===== config.mk =====
export PLATFORM = sky130hd
export DESIGN_NAME = serial_slave
export DESIGN_NICKNAME = d
export VERILOG_FILES = /design/src/hw/serial_slave_pkg.sv /design/src/hw/serial_slave_ifs.sv /design/src/hw/ctrl_frame_rx.sv /design/src/hw/serial_data_path.sv /design/src/hw/serial_slave.sv /design/src/hw/slave_ctrl_fsm.sv /design/src/hw/slave_ram.sv
export SDC_FILE = /design/constraint.sdc
export NUM_CORES = 1
export LEC_CHECK = 0
export BUFFER_PORTS_ARGS = -buffer_cell sky130_fd_sc_hd__buf_2
export CAP_MARGIN = 25
export CORE_MARGIN = 8
export CORE_UTILIZATION = 45
export DETAILED_ROUTE_END_ITERATION = 12
export SYNTH_ARGS = -nofsm -noshare
export SYNTH_HDL_FRONTEND = slang
export SYNTH_HIERARCHICAL = 1
export SYNTH_SLANG_ARGS = --single-unit
export TNS_END_PERCENT = 20

===== constraint.sdc =====
create_clock -name clk -period 4.2 [get_ports clk]
set_input_delay 0.21 -clock clk [delete_from_list [all_inputs] [get_ports clk]]
set_output_delay 0.21 -clock clk [all_outputs]
set_load 0.02 [all_outputs]

===== src/hw/serial_slave_pkg.sv =====
package serial_slave_pkg;

    // bus and memory geometry
    localparam int DATA_WIDTH  = 16;
    localparam int ADDR_DEPTH  = 16;
    localparam int ADDR_WIDTH  = $clog2(ADDR_DEPTH);
    localparam int SLAVE_COUNT = 3;
    // ids run from 1 to SLAVE_COUNT, so 0 must stay free
    localparam int SID_WIDTH   = $clog2(SLAVE_COUNT + 1);

    // control frame is start | sid | write | burst | address, MSB first
    localparam logic [2:0] START_CODE = 3'b111;
    localparam int FRAME_BITS      = 3 + SID_WIDTH + 2 + ADDR_WIDTH;
    localparam int FRAME_CNT_WIDTH = $clog2(FRAME_BITS + 1);
    localparam int BIT_CNT_WIDTH   = $clog2(DATA_WIDTH + 1);

    typedef logic [DATA_WIDTH-1:0] data_t;
    typedef logic [ADDR_WIDTH-1:0] addr_t;
    typedef logic [SID_WIDTH-1:0]  sid_t;

    // write is 1 for a write and 0 for a read
    typedef struct packed {
        logic [2:0] start;
        sid_t       sid;
        logic       write;
        logic       burst;
        addr_t      address;
    } ctrl_frame_t;

    // filled as a plain shift word, read back as fields
    typedef union packed {
        logic [FRAME_BITS-1:0] raw;
        ctrl_frame_t           fields;
    } ctrl_word_u;

endpackage


===== src/hw/serial_slave_ifs.sv =====
`timescale 1ns/1ps

// decoded control frame, from the frame receiver to the transaction FSM
interface frame_if;
    import serial_slave_pkg::*;

    // one-cycle pulse once the last frame bit is in
    logic  frame_done;
    // high while a frame is being shifted in
    logic  active;
    // start bits and id both matched
    logic  hit;
    logic  write;
    logic  burst;
    addr_t address;

    modport rx (
        output frame_done,
        output active,
        output hit,
        output write,
        output burst,
        output address
    );

    modport fsm (
        input frame_done,
        input active,
        input hit,
        input write,
        input burst,
        input address
    );
endinterface

// single-port RAM access shared by the FSM, data path and memory
interface mem_if;
    import serial_slave_pkg::*;

    addr_t addr;
    logic  we;
    data_t wdata;
    data_t rdata;

    modport ctrl (output addr, output we);
    modport data (output wdata, input rdata);
    modport ram  (input addr, input we, input wdata, output rdata);
endinterface


===== src/hw/ctrl_frame_rx.sv =====
`timescale 1ns/1ps

module ctrl_frame_rx #(
    parameter serial_slave_pkg::sid_t SLAVE_ID = 1
) (
    input logic  clk,
    input logic  rstN,
    input logic  control,
    input logic  busy,
    frame_if.rx  frame
);
    import serial_slave_pkg::*;

    ctrl_word_u                 shift_word;
    ctrl_word_u                 next_word;
    logic [FRAME_CNT_WIDTH-1:0] frame_cnt;
    logic                       start_frame;
    logic                       shifting;
    logic                       last_bit;

    // a frame opens on the first high control bit while the FSM is free
    assign start_frame = !busy && (frame_cnt == '0) && control;
    assign shifting    = start_frame ||
                         ((frame_cnt != '0) && (frame_cnt != FRAME_CNT_WIDTH'(FRAME_BITS)));
    assign last_bit    = (frame_cnt == FRAME_CNT_WIDTH'(FRAME_BITS - 1));

    assign next_word.raw = {shift_word.raw[FRAME_BITS-2:0], control};

    // counter parks at FRAME_BITS for one cycle, which is the done pulse
    assign frame.frame_done = (frame_cnt == FRAME_CNT_WIDTH'(FRAME_BITS));
    assign frame.active     = (frame_cnt != '0);

    always_ff @(posedge clk or negedge rstN) begin
        if (!rstN) begin
            frame_cnt <= '0;
            frame.hit <= 1'b0;
        end else begin
            if (frame.frame_done) begin
                frame_cnt <= '0;
            end else if (shifting) begin
                frame_cnt <= frame_cnt + 1'b1;
            end
            if (last_bit) begin
                frame.hit <= (next_word.fields.start == START_CODE) &&
                             (next_word.fields.sid == SLAVE_ID);
            end
        end
    end

    always_ff @(posedge clk) begin
        if (shifting) begin
            shift_word <= next_word;
        end
        // fields hold until the next frame completes
        if (last_bit) begin
            frame.write   <= next_word.fields.write;
            frame.burst   <= next_word.fields.burst;
            frame.address <= next_word.fields.address;
        end
    end

    a_done_single: assert property (@(posedge clk) disable iff (!rstN)
        frame.frame_done |=> !frame.frame_done);

    a_cnt_range: assert property (@(posedge clk) disable iff (!rstN)
        frame_cnt <= FRAME_CNT_WIDTH'(FRAME_BITS));

endmodule


===== src/hw/serial_data_path.sv =====
`timescale 1ns/1ps

module serial_data_path (
    input  logic  clk,
    input  logic  rstN,
    input  logic  wr_data,
    input  logic  rd_load,
    input  logic  rd_shift,
    input  logic  wr_shift,
    output logic  rd_data,
    output logic  word_done,
    mem_if.data   mem
);
    import serial_slave_pkg::*;

    data_t                    wr_q;
    data_t                    rd_q;
    logic [BIT_CNT_WIDTH-1:0] bit_cnt;
    logic                     shift_en;

    assign shift_en = rd_shift | wr_shift;

    // high while the current shift is the last one of the word
    assign word_done = (bit_cnt == BIT_CNT_WIDTH'(DATA_WIDTH - 1));

    // next write word, so the RAM sees all bits on the final edge
    assign mem.wdata = {wr_q[DATA_WIDTH-2:0], wr_data};

    // zeros shift in behind the word, so rd_data idles low
    assign rd_data = rd_q[DATA_WIDTH-1];

    always_ff @(posedge clk) begin
        if (wr_shift) begin
            wr_q <= mem.wdata;
        end
    end

    always_ff @(posedge clk or negedge rstN) begin
        if (!rstN) begin
            rd_q <= '0;
        end else if (rd_load) begin
            rd_q <= mem.rdata;
        end else if (rd_shift) begin
            rd_q <= {rd_q[DATA_WIDTH-2:0], 1'b0};
        end
    end

    // one counter serves both directions, only one is ever active
    always_ff @(posedge clk or negedge rstN) begin
        if (!rstN) begin
            bit_cnt <= '0;
        end else if (rd_load) begin
            bit_cnt <= '0;
        end else if (shift_en) begin
            if (word_done) begin
                bit_cnt <= '0;
            end else begin
                bit_cnt <= bit_cnt + 1'b1;
            end
        end
    end

    a_cnt_range: assert property (@(posedge clk) disable iff (!rstN)
        bit_cnt < BIT_CNT_WIDTH'(DATA_WIDTH));

endmodule


===== src/hw/serial_slave.sv =====
`timescale 1ns/1ps

module serial_slave #(
    parameter serial_slave_pkg::sid_t SLAVE_ID = 1
) (
    input  logic clk,
    input  logic rstN,
    input  logic control,
    input  logic wr_data,
    input  logic valid,
    input  logic last,
    output logic rd_data,
    output logic ready
);

    logic busy;
    logic rd_load;
    logic rd_shift;
    logic wr_shift;
    logic word_done;

    frame_if frame ();
    mem_if   mem ();

    ctrl_frame_rx #(
        .SLAVE_ID (SLAVE_ID)
    ) u_frame_rx (
        .clk     (clk),
        .rstN    (rstN),
        .control (control),
        .busy    (busy),
        .frame   (frame.rx)
    );

    slave_ctrl_fsm u_ctrl (
        .clk       (clk),
        .rstN      (rstN),
        .valid     (valid),
        .last      (last),
        .word_done (word_done),
        .busy      (busy),
        .ready     (ready),
        .rd_load   (rd_load),
        .rd_shift  (rd_shift),
        .wr_shift  (wr_shift),
        .frame     (frame.fsm),
        .mem       (mem.ctrl)
    );

    serial_data_path u_data (
        .clk       (clk),
        .rstN      (rstN),
        .wr_data   (wr_data),
        .rd_load   (rd_load),
        .rd_shift  (rd_shift),
        .wr_shift  (wr_shift),
        .rd_data   (rd_data),
        .word_done (word_done),
        .mem       (mem.data)
    );

    slave_ram u_ram (
        .clk (clk),
        .mem (mem.ram)
    );

endmodule


===== src/hw/slave_ctrl_fsm.sv =====
`timescale 1ns/1ps

module slave_ctrl_fsm (
    input  logic  clk,
    input  logic  rstN,
    input  logic  valid,
    input  logic  last,
    input  logic  word_done,
    output logic  busy,
    output logic  ready,
    output logic  rd_load,
    output logic  rd_shift,
    output logic  wr_shift,
    frame_if.fsm  frame,
    mem_if.ctrl   mem
);
    import serial_slave_pkg::*;

    typedef enum logic [2:0] {
        IDLE,
        DECODE,
        READ_FETCH,
        READ_LOAD,
        READ_SHIFT,
        WRITE
    } state_t;

    state_t state;
    addr_t  next_addr;
    logic   burst_more;

    // receiver may only open a frame while nothing is in flight
    assign busy = (state != IDLE);

    assign rd_load  = (state == READ_LOAD);
    assign rd_shift = (state == READ_SHIFT);
    // valid low simply holds the write shift register
    assign wr_shift = (state == WRITE) && valid;

    // word_done here means this bit completes the word
    assign mem.we = wr_shift && word_done;

    assign burst_more = frame.burst && !last;
    assign next_addr  = (mem.addr == addr_t'(ADDR_DEPTH - 1)) ? '0 : mem.addr + 1'b1;

    always_ff @(posedge clk or negedge rstN) begin
        if (!rstN) begin
            state <= IDLE;
            ready <= 1'b1;
        end else begin
            case (state)
                IDLE: begin
                    if (frame.active) begin
                        state <= DECODE;
                        ready <= 1'b0;
                    end else begin
                        ready <= 1'b1;
                    end
                end
                DECODE: begin
                    // wait for the receiver to finish and branch on the fields
                    if (frame.frame_done) begin
                        if (!frame.hit) begin
                            state <= IDLE;
                        end else if (frame.write) begin
                            state <= WRITE;
                            ready <= 1'b1;
                        end else begin
                            state <= READ_FETCH;
                        end
                    end
                end
                READ_FETCH: begin
                    // RAM registers rdata at this edge
                    state <= READ_LOAD;
                end
                READ_LOAD: begin
                    state <= READ_SHIFT;
                end
                READ_SHIFT: begin
                    if (word_done) begin
                        state <= IDLE;
                        ready <= 1'b1;
                    end
                end
                WRITE: begin
                    if (mem.we && !burst_more) begin
                        state <= IDLE;
                    end
                end
                default: begin
                    state <= IDLE;
                end
            endcase
        end
    end

    // word address loads from a matching frame and steps once per burst word
    always_ff @(posedge clk) begin
        if ((state == DECODE) && frame.frame_done && frame.hit) begin
            mem.addr <= frame.address;
        end else if (mem.we && burst_more) begin
            mem.addr <= next_addr;
        end
    end

    // a RAM write needs a matching write frame that still holds its fields
    a_we_in_write: assert property (@(posedge clk) disable iff (!rstN)
        mem.we |-> (state == WRITE) && frame.hit && frame.write);

    a_shift_excl: assert property (@(posedge clk) disable iff (!rstN)
        !(rd_shift && wr_shift));

endmodule


===== src/hw/slave_ram.sv =====
`timescale 1ns/1ps

module slave_ram (
    input logic  clk,
    mem_if.ram   mem
);
    import serial_slave_pkg::*;

    // contents are undefined until written
    data_t mem_q [ADDR_DEPTH];

    always_ff @(posedge clk) begin
        if (mem.we) begin
            mem_q[mem.addr] <= mem.wdata;
        end
    end

    // registered read, one cycle after addr
    always_ff @(posedge clk) begin
        mem.rdata <= mem_q[mem.addr];
    end

endmodule


Word-level counts from Yosys, hierarchy flattened. Memory sizes are Yosys's and may differ from the RTL's. A register that Yosys moved wholly into a read port is not among the register bits. Cells that the tools add are included.

Flip-flop bits (word level): 65. RAM bits: 256. Input bits: 6. Output and inout port bits: 2. Memories: 1.

Add/sub/neg operators: 3. Eq/ne operators: 18. Multiplexer cells: 25. Bitwise logic cells: 1. Reduce and logical (&&, ||, !) cells: 26.

Memory list: u_ram.mem_q (depth 16, bits a word 16, read ports 1, clocked after Yosys merged registers in 1, write ports 1, line slave_ram.sv:10) `data_t mem_q [ADDR_DEPTH];`.

Operators by type and width (count): 2-to-1 mux 16 bit (2); 2-to-1 mux 4 bit (5); 2-to-1 mux 3 bit (6); one-hot mux 3 bit (6 select lines) (1); 2-to-1 mux 5 bit (3); equality test 4 bit (second input constant) (3); logical AND 1 bit (11); inequality test 2 bit (second input constant) (5); equality test 3 bit (second input constant) (3); adder 4 x 1 -> 4 bit (second input constant) (2); nonzero test 2 bit (4); 2-to-1 mux 1 bit (7); equality test 3 x 2 -> 1 bit (second input constant) (2); nonzero test 3 bit (2); adder 5 x 1 -> 5 bit (second input constant) (1); equality test 5 x 4 -> 1 bit (second input constant) (1); AND reduction 5 bit (1); logical NOT 4 bit (1); inequality test 4 bit (second input constant) (1); AND reduction 4 bit (1); nonzero test 4 bit (1); equality test 3 x 1 -> 1 bit (second input constant) (1); logical NOT 1 bit (3); logical NOT 3 bit (1); other kinds (5) (5).

Depth between registers and ports, before layout. Gate-level depths: netlist (run 1).

Depth after elaboration: 7. Depth in mapped cells: 7. Gate-level depth less buffers: 7.

Modules after synthesis. The synthesis (run 1) kept the hierarchy.

Modules (own cells, without submodules): slave_ram (times used 1, cells each 434, area each 10023.4 sq um, sequential area each 8007.7 sq um); serial_data_path (times used 1, cells each 112, area each 1436.4 sq um, sequential area each 975.9 sq um); ctrl_frame_rx (times used 1, cells each 49, area each 809.5 sq um, sequential area each 605.6 sq um); slave_ctrl_fsm (times used 1, cells each 57, area each 579.3 sq um, sequential area each 221.5 sq um).

Least setup slack after synthesis (run 1). No wires, ideal clock.

Path kind: reg-to-reg. Start point: reg u_data.bit_cnt[0]. End point: mem u_ram/mem_q[0][0] in the netlist's numbering, enable pin. Library setup time: 409 ps. Arrival: 2621 ps. Data required time: 3791 ps. Setup slack: 1170 ps. Cell stages (with the launch flop): 8. Clock period less this slack: 3030 ps. Cell sequence: dfrtp_1 > ha_1 > nand4b_1 > inv_2 > nand4_1 > inv_1 > or3b_2 > nor3_1.

Longest elaborated chain between the ends: 4.

RTL lines: from (decl) (line serial_data_path.sv:18) `logic [BIT_CNT_WIDTH-1:0] bit_cnt;`; from (signal assigned) (line serial_data_path.sv:58) `bit_cnt <= bit_cnt + 1'b1;`; equality test 5 x 4 -> 1 bit (line serial_data_path.sv:24) `assign word_done = (bit_cnt == BIT_CNT_WIDTH'(DATA_WIDTH - 1));`; net word_done (line serial_slave.sv:20) `logic word_done;`; logical AND 1 bit (line slave_ctrl_fsm.sv:41) `assign mem.we = wr_shift && word_done;`; net mem.we (line serial_slave_ifs.sv:41) `logic we;`; 2-to-1 mux 1 bit (line slave_ram.sv:13) `if (mem.we) begin`; 2-to-1 mux 1 bit (implied by the code) (line slave_ram.sv:14) `mem_q[mem.addr] <= mem.wdata;`; to (decl) (line slave_ram.sv:10).

The timed path passes the listed nets, and every way through them passes these cells.

Worst setup path after layout (run 1).
Start point: reg u_data.bit_cnt[0]. End point: mem u_ram/mem_q[15][0] in the netlist's numbering, enable pin.

Same word-level chain as after synthesis.

==> impl_metrics.json, run 1 <==
{
  "core_area_um2": 28400,
  "clock_tree.root_cell": "clkbuf_16",
  "row_count": 62,
  "yosysSeqAreaShare_pct": 76.4,
  "relSlewSlack_pct": 43.0,
  "grt_pass1_wl_um": 39600,
  "async_flop_share_pct": 8.90,
  "syn_nets": 663,
  "synth_cell_types": 52,
  "drv_slew": 0,
  "die-height_um": 185,
  "dp_hpwl_um": 15500,
  "pin_count": 8,
  "wl_per_cell_um": 23.6,
  "pwr-share-comb_pct": 4.6,
  "synthFlopType": "edfxtp_1",
  "synthTopCellsByArea": "edfxtp_1 (68%), mux4_2 (11%), dfrtp_1 (5.6%)",
  "max_cap_viol_count": 0,
  "rsz0062_at_grt": "false",
  "grt_pass1_vias": 6351,
  "powerDensity_nw_per_um2": 504,
  "final_nets": 702,
  "setup.worst_path.end_class": "register",
  "r2r_start": "u_data/bit_cnt[0]",
  "cts_tree": "done",
  "setup_viol": 0,
  "routed_wl_um": 26000,
  "dieArea_um2": 34200,
  "cts_made_buffers": 35,
  "n_antenna_cell": 0,
  "numPortBuffers": 7,
  "dp_slack_ps": 1530,
  "vdd_drop_max_mv": 0.280,
  "worstPathArrival_ps": 2910,
  "drt_first_pass_iters": 5,
  "ys_warn_count": 6,
  "syn_area_um2": 12800,
  "clkSlewWorstSetupHoldPaths_ps": 60,
  "path_class": "register to register",
  "setup-tns-final_ps": 0,
  "die_x_um": 185,
  "clockPowerShare_pct": 41.1,
  "multiInputGateArea_um2": 2820,
  "synth.top_cell.area_share_pct": 68.0,
  "place_congestion": 0.757,
  "grt_usage_pct": 15.7,
  "layout_setup_ws_ps": 1480,
  "drtAntennaViolNets": 0,
  "vias": 6154,
  "final_cell_mix": "edfxtp_1 (291), mux4_2 (62), nand2_1 (43)",
  "min_path_type": "primary input to register",
  "fillers": 2248,
  "power_leakage_nw": 4.89,
  "placed_area_um2": 13400,
  "p_int_mw": 5.77,
  "final_area_um2": 14600,
  "layout-drive-gt1-share_pct": 23.4,
  "worstSkewPairLatency_ps": 510,
  "skew_ps": 18.1,
  "grt-ovfl-total": 0,
  "synthCells": 652,
  "synth_edf_count": 291,
  "fmax_mhz": 368,
  "drt_iter0_markers": 461,
  "layout.cells.most_common": "edfxtp_1",
  "postSynthAreaPerCell_um2": 19.7,
  "outcome": "completed",
  "routed_via_density": 5.58,
  "crit_required_ps": 4390,
  "yosysTopAreaCell": "edfxtp_1",
  "ys_ff_latch": 337,
  "worst-path-max-fanout": 11,
  "clk_path_buf_depth": 3,
  "switching_power_mw": 1.56,
  "worstHoldStart": "valid",
  "drcViolationCount": 0,
  "cts_sinks": 337,
  "critical_path.startpoint_type": "register",
  "cp-startpoint": "u_data/bit_cnt[0]",
  "p_total_mw": 7.33,
  "power_frac_seq_pct": 54.4,
  "initial_core_util_pct": 45.3,
  "tightest_slew_ps": 855,
  "regArea_um2": 9810,
  "grt_max_degree": 38,
  "swShare_pct": 21.3,
  "htreeDepth": 2,
  "syn_to_final_growth_pct": 13.3,
  "whs_ps": 106,
  "post-route-period-util_pct": 64.7,
  "hold_viol": 0,
  "antenna_found_initial": 0,
  "period_needed_ps": 2720
}
cell families after synthesis:
logic type	synth area share [%]
xor gates and xnor gates	0.273
and+or+nand+nor	4.39
AOI/OAI and AO/OA	3.57
DFF	76.4
buffers and inverters	1.95
adders and majority gates	0.487
muxes	13.0
power by group through the flow:
stage,clock network [mW],registers [mW],logic [mW]
after floorplan,0,3.99,0.278
final,3.01,3.99,0.335
after global placement,0,4.04,0.318
after CTS,3.06,3.99,0.340
after detailed placement,0,4.06,0.337
after global routing,3.21,4.02,0.380
per-stage QoR:
stage	utilization, %	cells
2_1_floorplan	-	652
3_3_place_gp	47.2	1036
3_5_place_dp	47.2	1036
4_1_cts	51.3	1102
5_1_grt	51.3	1102
6_report	51.3	1102
cell usage after synthesis, types with 2 or more instances:
cell	n
nor3b_1	3
nor2_1	19
buf_6	8
edfxtp_1	291
clkbuf_1	18
nand2_1	43
dfxtp_1	16
nand3b_1	5
nand4_1	3
a21oi_1	4
mux2_2	2
o21ai_0	4
mux2i_1	15
a31oi_1	4
ha_1	5
mux2_4	3
inv_1	9
nand3_1	5
o21ai_1	16
nand4b_1	2
or3_1	3
mux4_1	2
nor2b_1	3
a22oi_1	32
nand2b_1	6
nor3_1	7
mux4_2	62
xnor2_1	2
buf_2	5
dfrtp_1	29
xor2_1	2
buf_4	4
final timing paths:
| kind | end | slack [ps] | depth (start not counted) |
|---|---|---|---|
| setup / recovery | u_ram/mem_q[15][0] | 1480 | 8 |
| hold / removal | u_ctrl/state[2] | 110 | 3 |
| setup reg to reg | u_ram/mem_q[15][0] | 1480 | 8 |
| hold reg to reg | u_data/rd_q[10] | 440 | 2 |
| max in group asynchronous | u_data/rd_q[13] | 3470 | 2 |
| min in group asynchronous | u_ctrl/state[1] | 280 | 2 |
repair_timing:
item	CTS	global route
hold buffers	2	0
gates resized for setup	0	0
setup buffers	0	0
hold endpoints to repair	31	0
metal layers:
| layer | global-route usage (%) | vias up | part of all wire (%) | routed length (um) |
|---|---|---|---|---|
| li1 | - | 2700 | - | - |
| met3 | 3.49 | 49 | 6.2 | 1610 |
| met4 | 4.58 | 0 | 2.4 | 625 |
| met2 | 26.3 | 183 | 50 | 13100 |
| met1 | 20.4 | 3222 | 41 | 10700 |
| met5 | 0 | - | 0 | 0 |
registers in the layout, summed over array words and instances (netlist names):
register                  count
u_frame_rx/frame_cnt          4
u_ram/mem.rdata              16
u_data/bit_cnt                5
u_ctrl/ready                  1
u_ctrl/mem.addr               4
u_frame_rx/frame.hit          1
u_ctrl/state                  3
u_frame_rx/frame.burst        1
u_frame_rx/frame.address      4
u_data/wr_q                  15
u_frame_rx/frame.write        1
u_ram/mem_q                 256
u_data/rd_q                  16
u_frame_rx/shift_word        10
area by class of cell:
cell class | count | area share [%]
flip-flops and latches | 337 | 67.4
multi-input cells | 270 | 19.4
clock buffers | 42 | 6.48
well taps | 384 | 3.30
repair buffers | 37 | 1.91
clock inverters | 22 | 1.31
inverters | 10 | 0.258
critical path: stages, from the launching register on:
cell and delay (ps):
dfrtp_1 400, ha_1 190, nand4b_1 190, inv_2 160, nand4_1 160, inv_1 180
nand3_1 190, nor2_1 580, buf_4 350
(Power assumes the default switching activity.)
==> run 2, diff against run 1 <==
- clock period: 4.2 -> 2.3 ns (I/O delays scaled with it)
==> impl_metrics.json, run 2 (same netlist as run 1, synthesis figures left out) <==
{
  "outcome": "completed",
  "drtAntennaViolNets": 0,
  "numPortBuffers": 7,
  "die_x_um": 185,
  "regMostFlops": "u_ram/mem_q",
  "grt_pass1_wl_um": 38400,
  "drcViolationCount": 0,
  "vdd_drop_max_mv": 0.470,
  "final_area_um2": 14900,
  "setup_viol": 0,
  "top_regs": "u_ram/mem_q x256, u_data/rd_q x16, u_ram/mem.rdata x16",
  "grt_pass1_vias": 6463,
  "max_cap_viol_count": 0,
  "tightest_slew_ps": 784,
  "vias": 6072,
  "cts_tree": "done",
  "n_antenna_cell": 0,
  "powerDensity_nw_per_um2": 912,
  "worst-r2r-setup-slack_ps": 40,
  "crit_path_frequent_cell": "inv_2",
  "rsz0062_at_grt": "true",
  "largest_reg_flops": 256,
  "die-height_um": 185,
  "grtUsageMet1_pct": 20.0,
  "clock_tree.root_cell": "clkbuf_16",
  "routed_wl_um": 24400,
  "fillers": 2244,
  "drt_first_pass_iters": 4,
  "r2r_start": "u_data/bit_cnt[1]",
  "fmax_mhz": 443,
  "drv_slew": 0,
  "crit_required_ps": 2510,
  "row_count": 62,
  "place_congestion": 0.766,
  "power_leakage_nw": 5.02,
  "layout.cells.most_common": "edfxtp_1",
  "use_met3_pct": 3.20,
  "period_needed_ps": 2260,
  "path_cells": "ha_1, nand4b_1, inv_2, nand4_1, inv_2, or3b_4, nor2_1, buf_4",
  "skew_ps": 18.5,
  "final_cell_mix": "edfxtp_1 (291), mux4_2 (62), nand2_1 (43)",
  "max_stage_delay_ps": 430,
  "dieArea_um2": 34200,
  "busiest_layer": "met2",
  "grt-ovfl-total": 0,
  "placed_area_um2": 13700,
  "final_nets": 717,
  "crit_slowest_cell": "or3b_4",
  "rr_worst_depth": 8,
  "clkSlewWorstSetupHoldPaths_ps": 60,
  "antenna_found_initial": 0,
  "drt_iter0_markers": 388,
  "dp_hpwl_um": 15500,
  "initial_core_util_pct": 45.3,
  "routed_via_density": 5.44,
  "clk_path_buf_depth": 3,
  "worstSkewPairLatency_ps": 510,
  "worstPathArrival_ps": 2470,
  "setup.worst_path.end_class": "register",
  "cts_made_buffers": 36,
  "wl_per_cell_um": 21.9,
  "pin_count": 8,
  "relSlewSlack_pct": 47.7,
  "critical_path.startpoint_type": "register",
  "post-route-period-util_pct": 98.2,
  "min_path_type": "primary input to register",
  "grt_max_degree": 50,
  "setup-tns-final_ps": 0,
  "layout-drive-gt1-share_pct": 25.3,
  "core_area_um2": 28400,
  "path_class": "register to register",
  "cp-endpoint": "u_ram/mem_q[3][0]",
  "holdPathStages": 1,
  "cts_sinks": 337,
  "worst_r2r_endpoint": "u_ram/mem_q[3][0]",
  "cp-startpoint": "u_data/bit_cnt[1]",
  "syn_to_final_growth_pct": 15.8,
  "htreeDepth": 2,
  "worst-path-max-fanout": 8,
  "hold_viol": 0,
  "grtUsageMet2_pct": 24.2,
  "grt_usage_pct": 14.9
}
## run 2: cell types whose count changed in the layout (fill, tap and decap cells not counted), moves of 2 or more
cell and change:
buf_12 +14, clkinv_1 -5, clkbuf_1 +2, clkbuf_16 +2
## run 2: final cells by class
type	instances	area [um^2]	area share, %
clock buffer	45	987	6.63
tap	384	480	3.23
timing repair buffer	51	561	3.77
inverter	10	37.5	0.252
multi-input combinational	270	2830	19.0
clock inverter	19	178	1.19
sequential	337	9810	65.9
## run 2: critical path, delay by kind of cell (launching register included)
kind                     cells  cell delay (ps)
flip-flops                   1              390
AND/OR/NAND/NOR              4              920
buffers and inverters        3              440
adder cells (fa/ha/maj)      1              190
## run 2: through the flow
step	util, %	setup slack, ps	power [mW]	hold slack, ps	cells
4_1_cts	52.3	12.4	13.7	14.5	1113
2_1_floorplan	-	-385	7.79	-181	652
3_3_place_gp	48.1	-18.2	8.02	179	1045
6_report	52.4	40.5	13.6	30.8	1116
3_5_place_dp	48.1	-120	8.08	188	1046
5_1_grt	52.4	-11.4	14.1	29.1	1116
## run 2: where the power goes
group          switching (mW)  leakage (nW)  internal, mW
Clock                    2.24         0.563          3.39
Combinational           0.383          1.29         0.326
Sequential              0.246          3.16          6.99
Total                    2.87          5.02          10.7
## run 2: layer usage
layer  part of all wire [%]  wire, um
met2                     49     11900
met3                    5.3      1300
met1                     44     10700
met5                      0         0
met4                    2.3       551
## run 2: timing repair
item | 4_1_cts | 5_1_grt
pin swaps | 1 | 0
resized for setup | 2 | 1
endpoints found under the hold margin | 32 | 0
hold buffers | 3 | 0
endpoints found under the setup margin | 64 | 94
setup buffers | 0 | 2
## run 2: how the worst min path moves through the flow
stage	startpoint	end	slack, ps
CTS	wr_data	u_ram/mem_q[4][0]	10
finish	wr_data	u_ram/mem_q[10][0]	30
global route	wr_data	u_ram/mem_q[2][0]	30
global placement	rstN	u_frame_rx/frame.hit	180
floorplan	rstN	u_ctrl/state[0]	-180
detailed placement	rstN	u_frame_rx/frame_cnt[2]	190
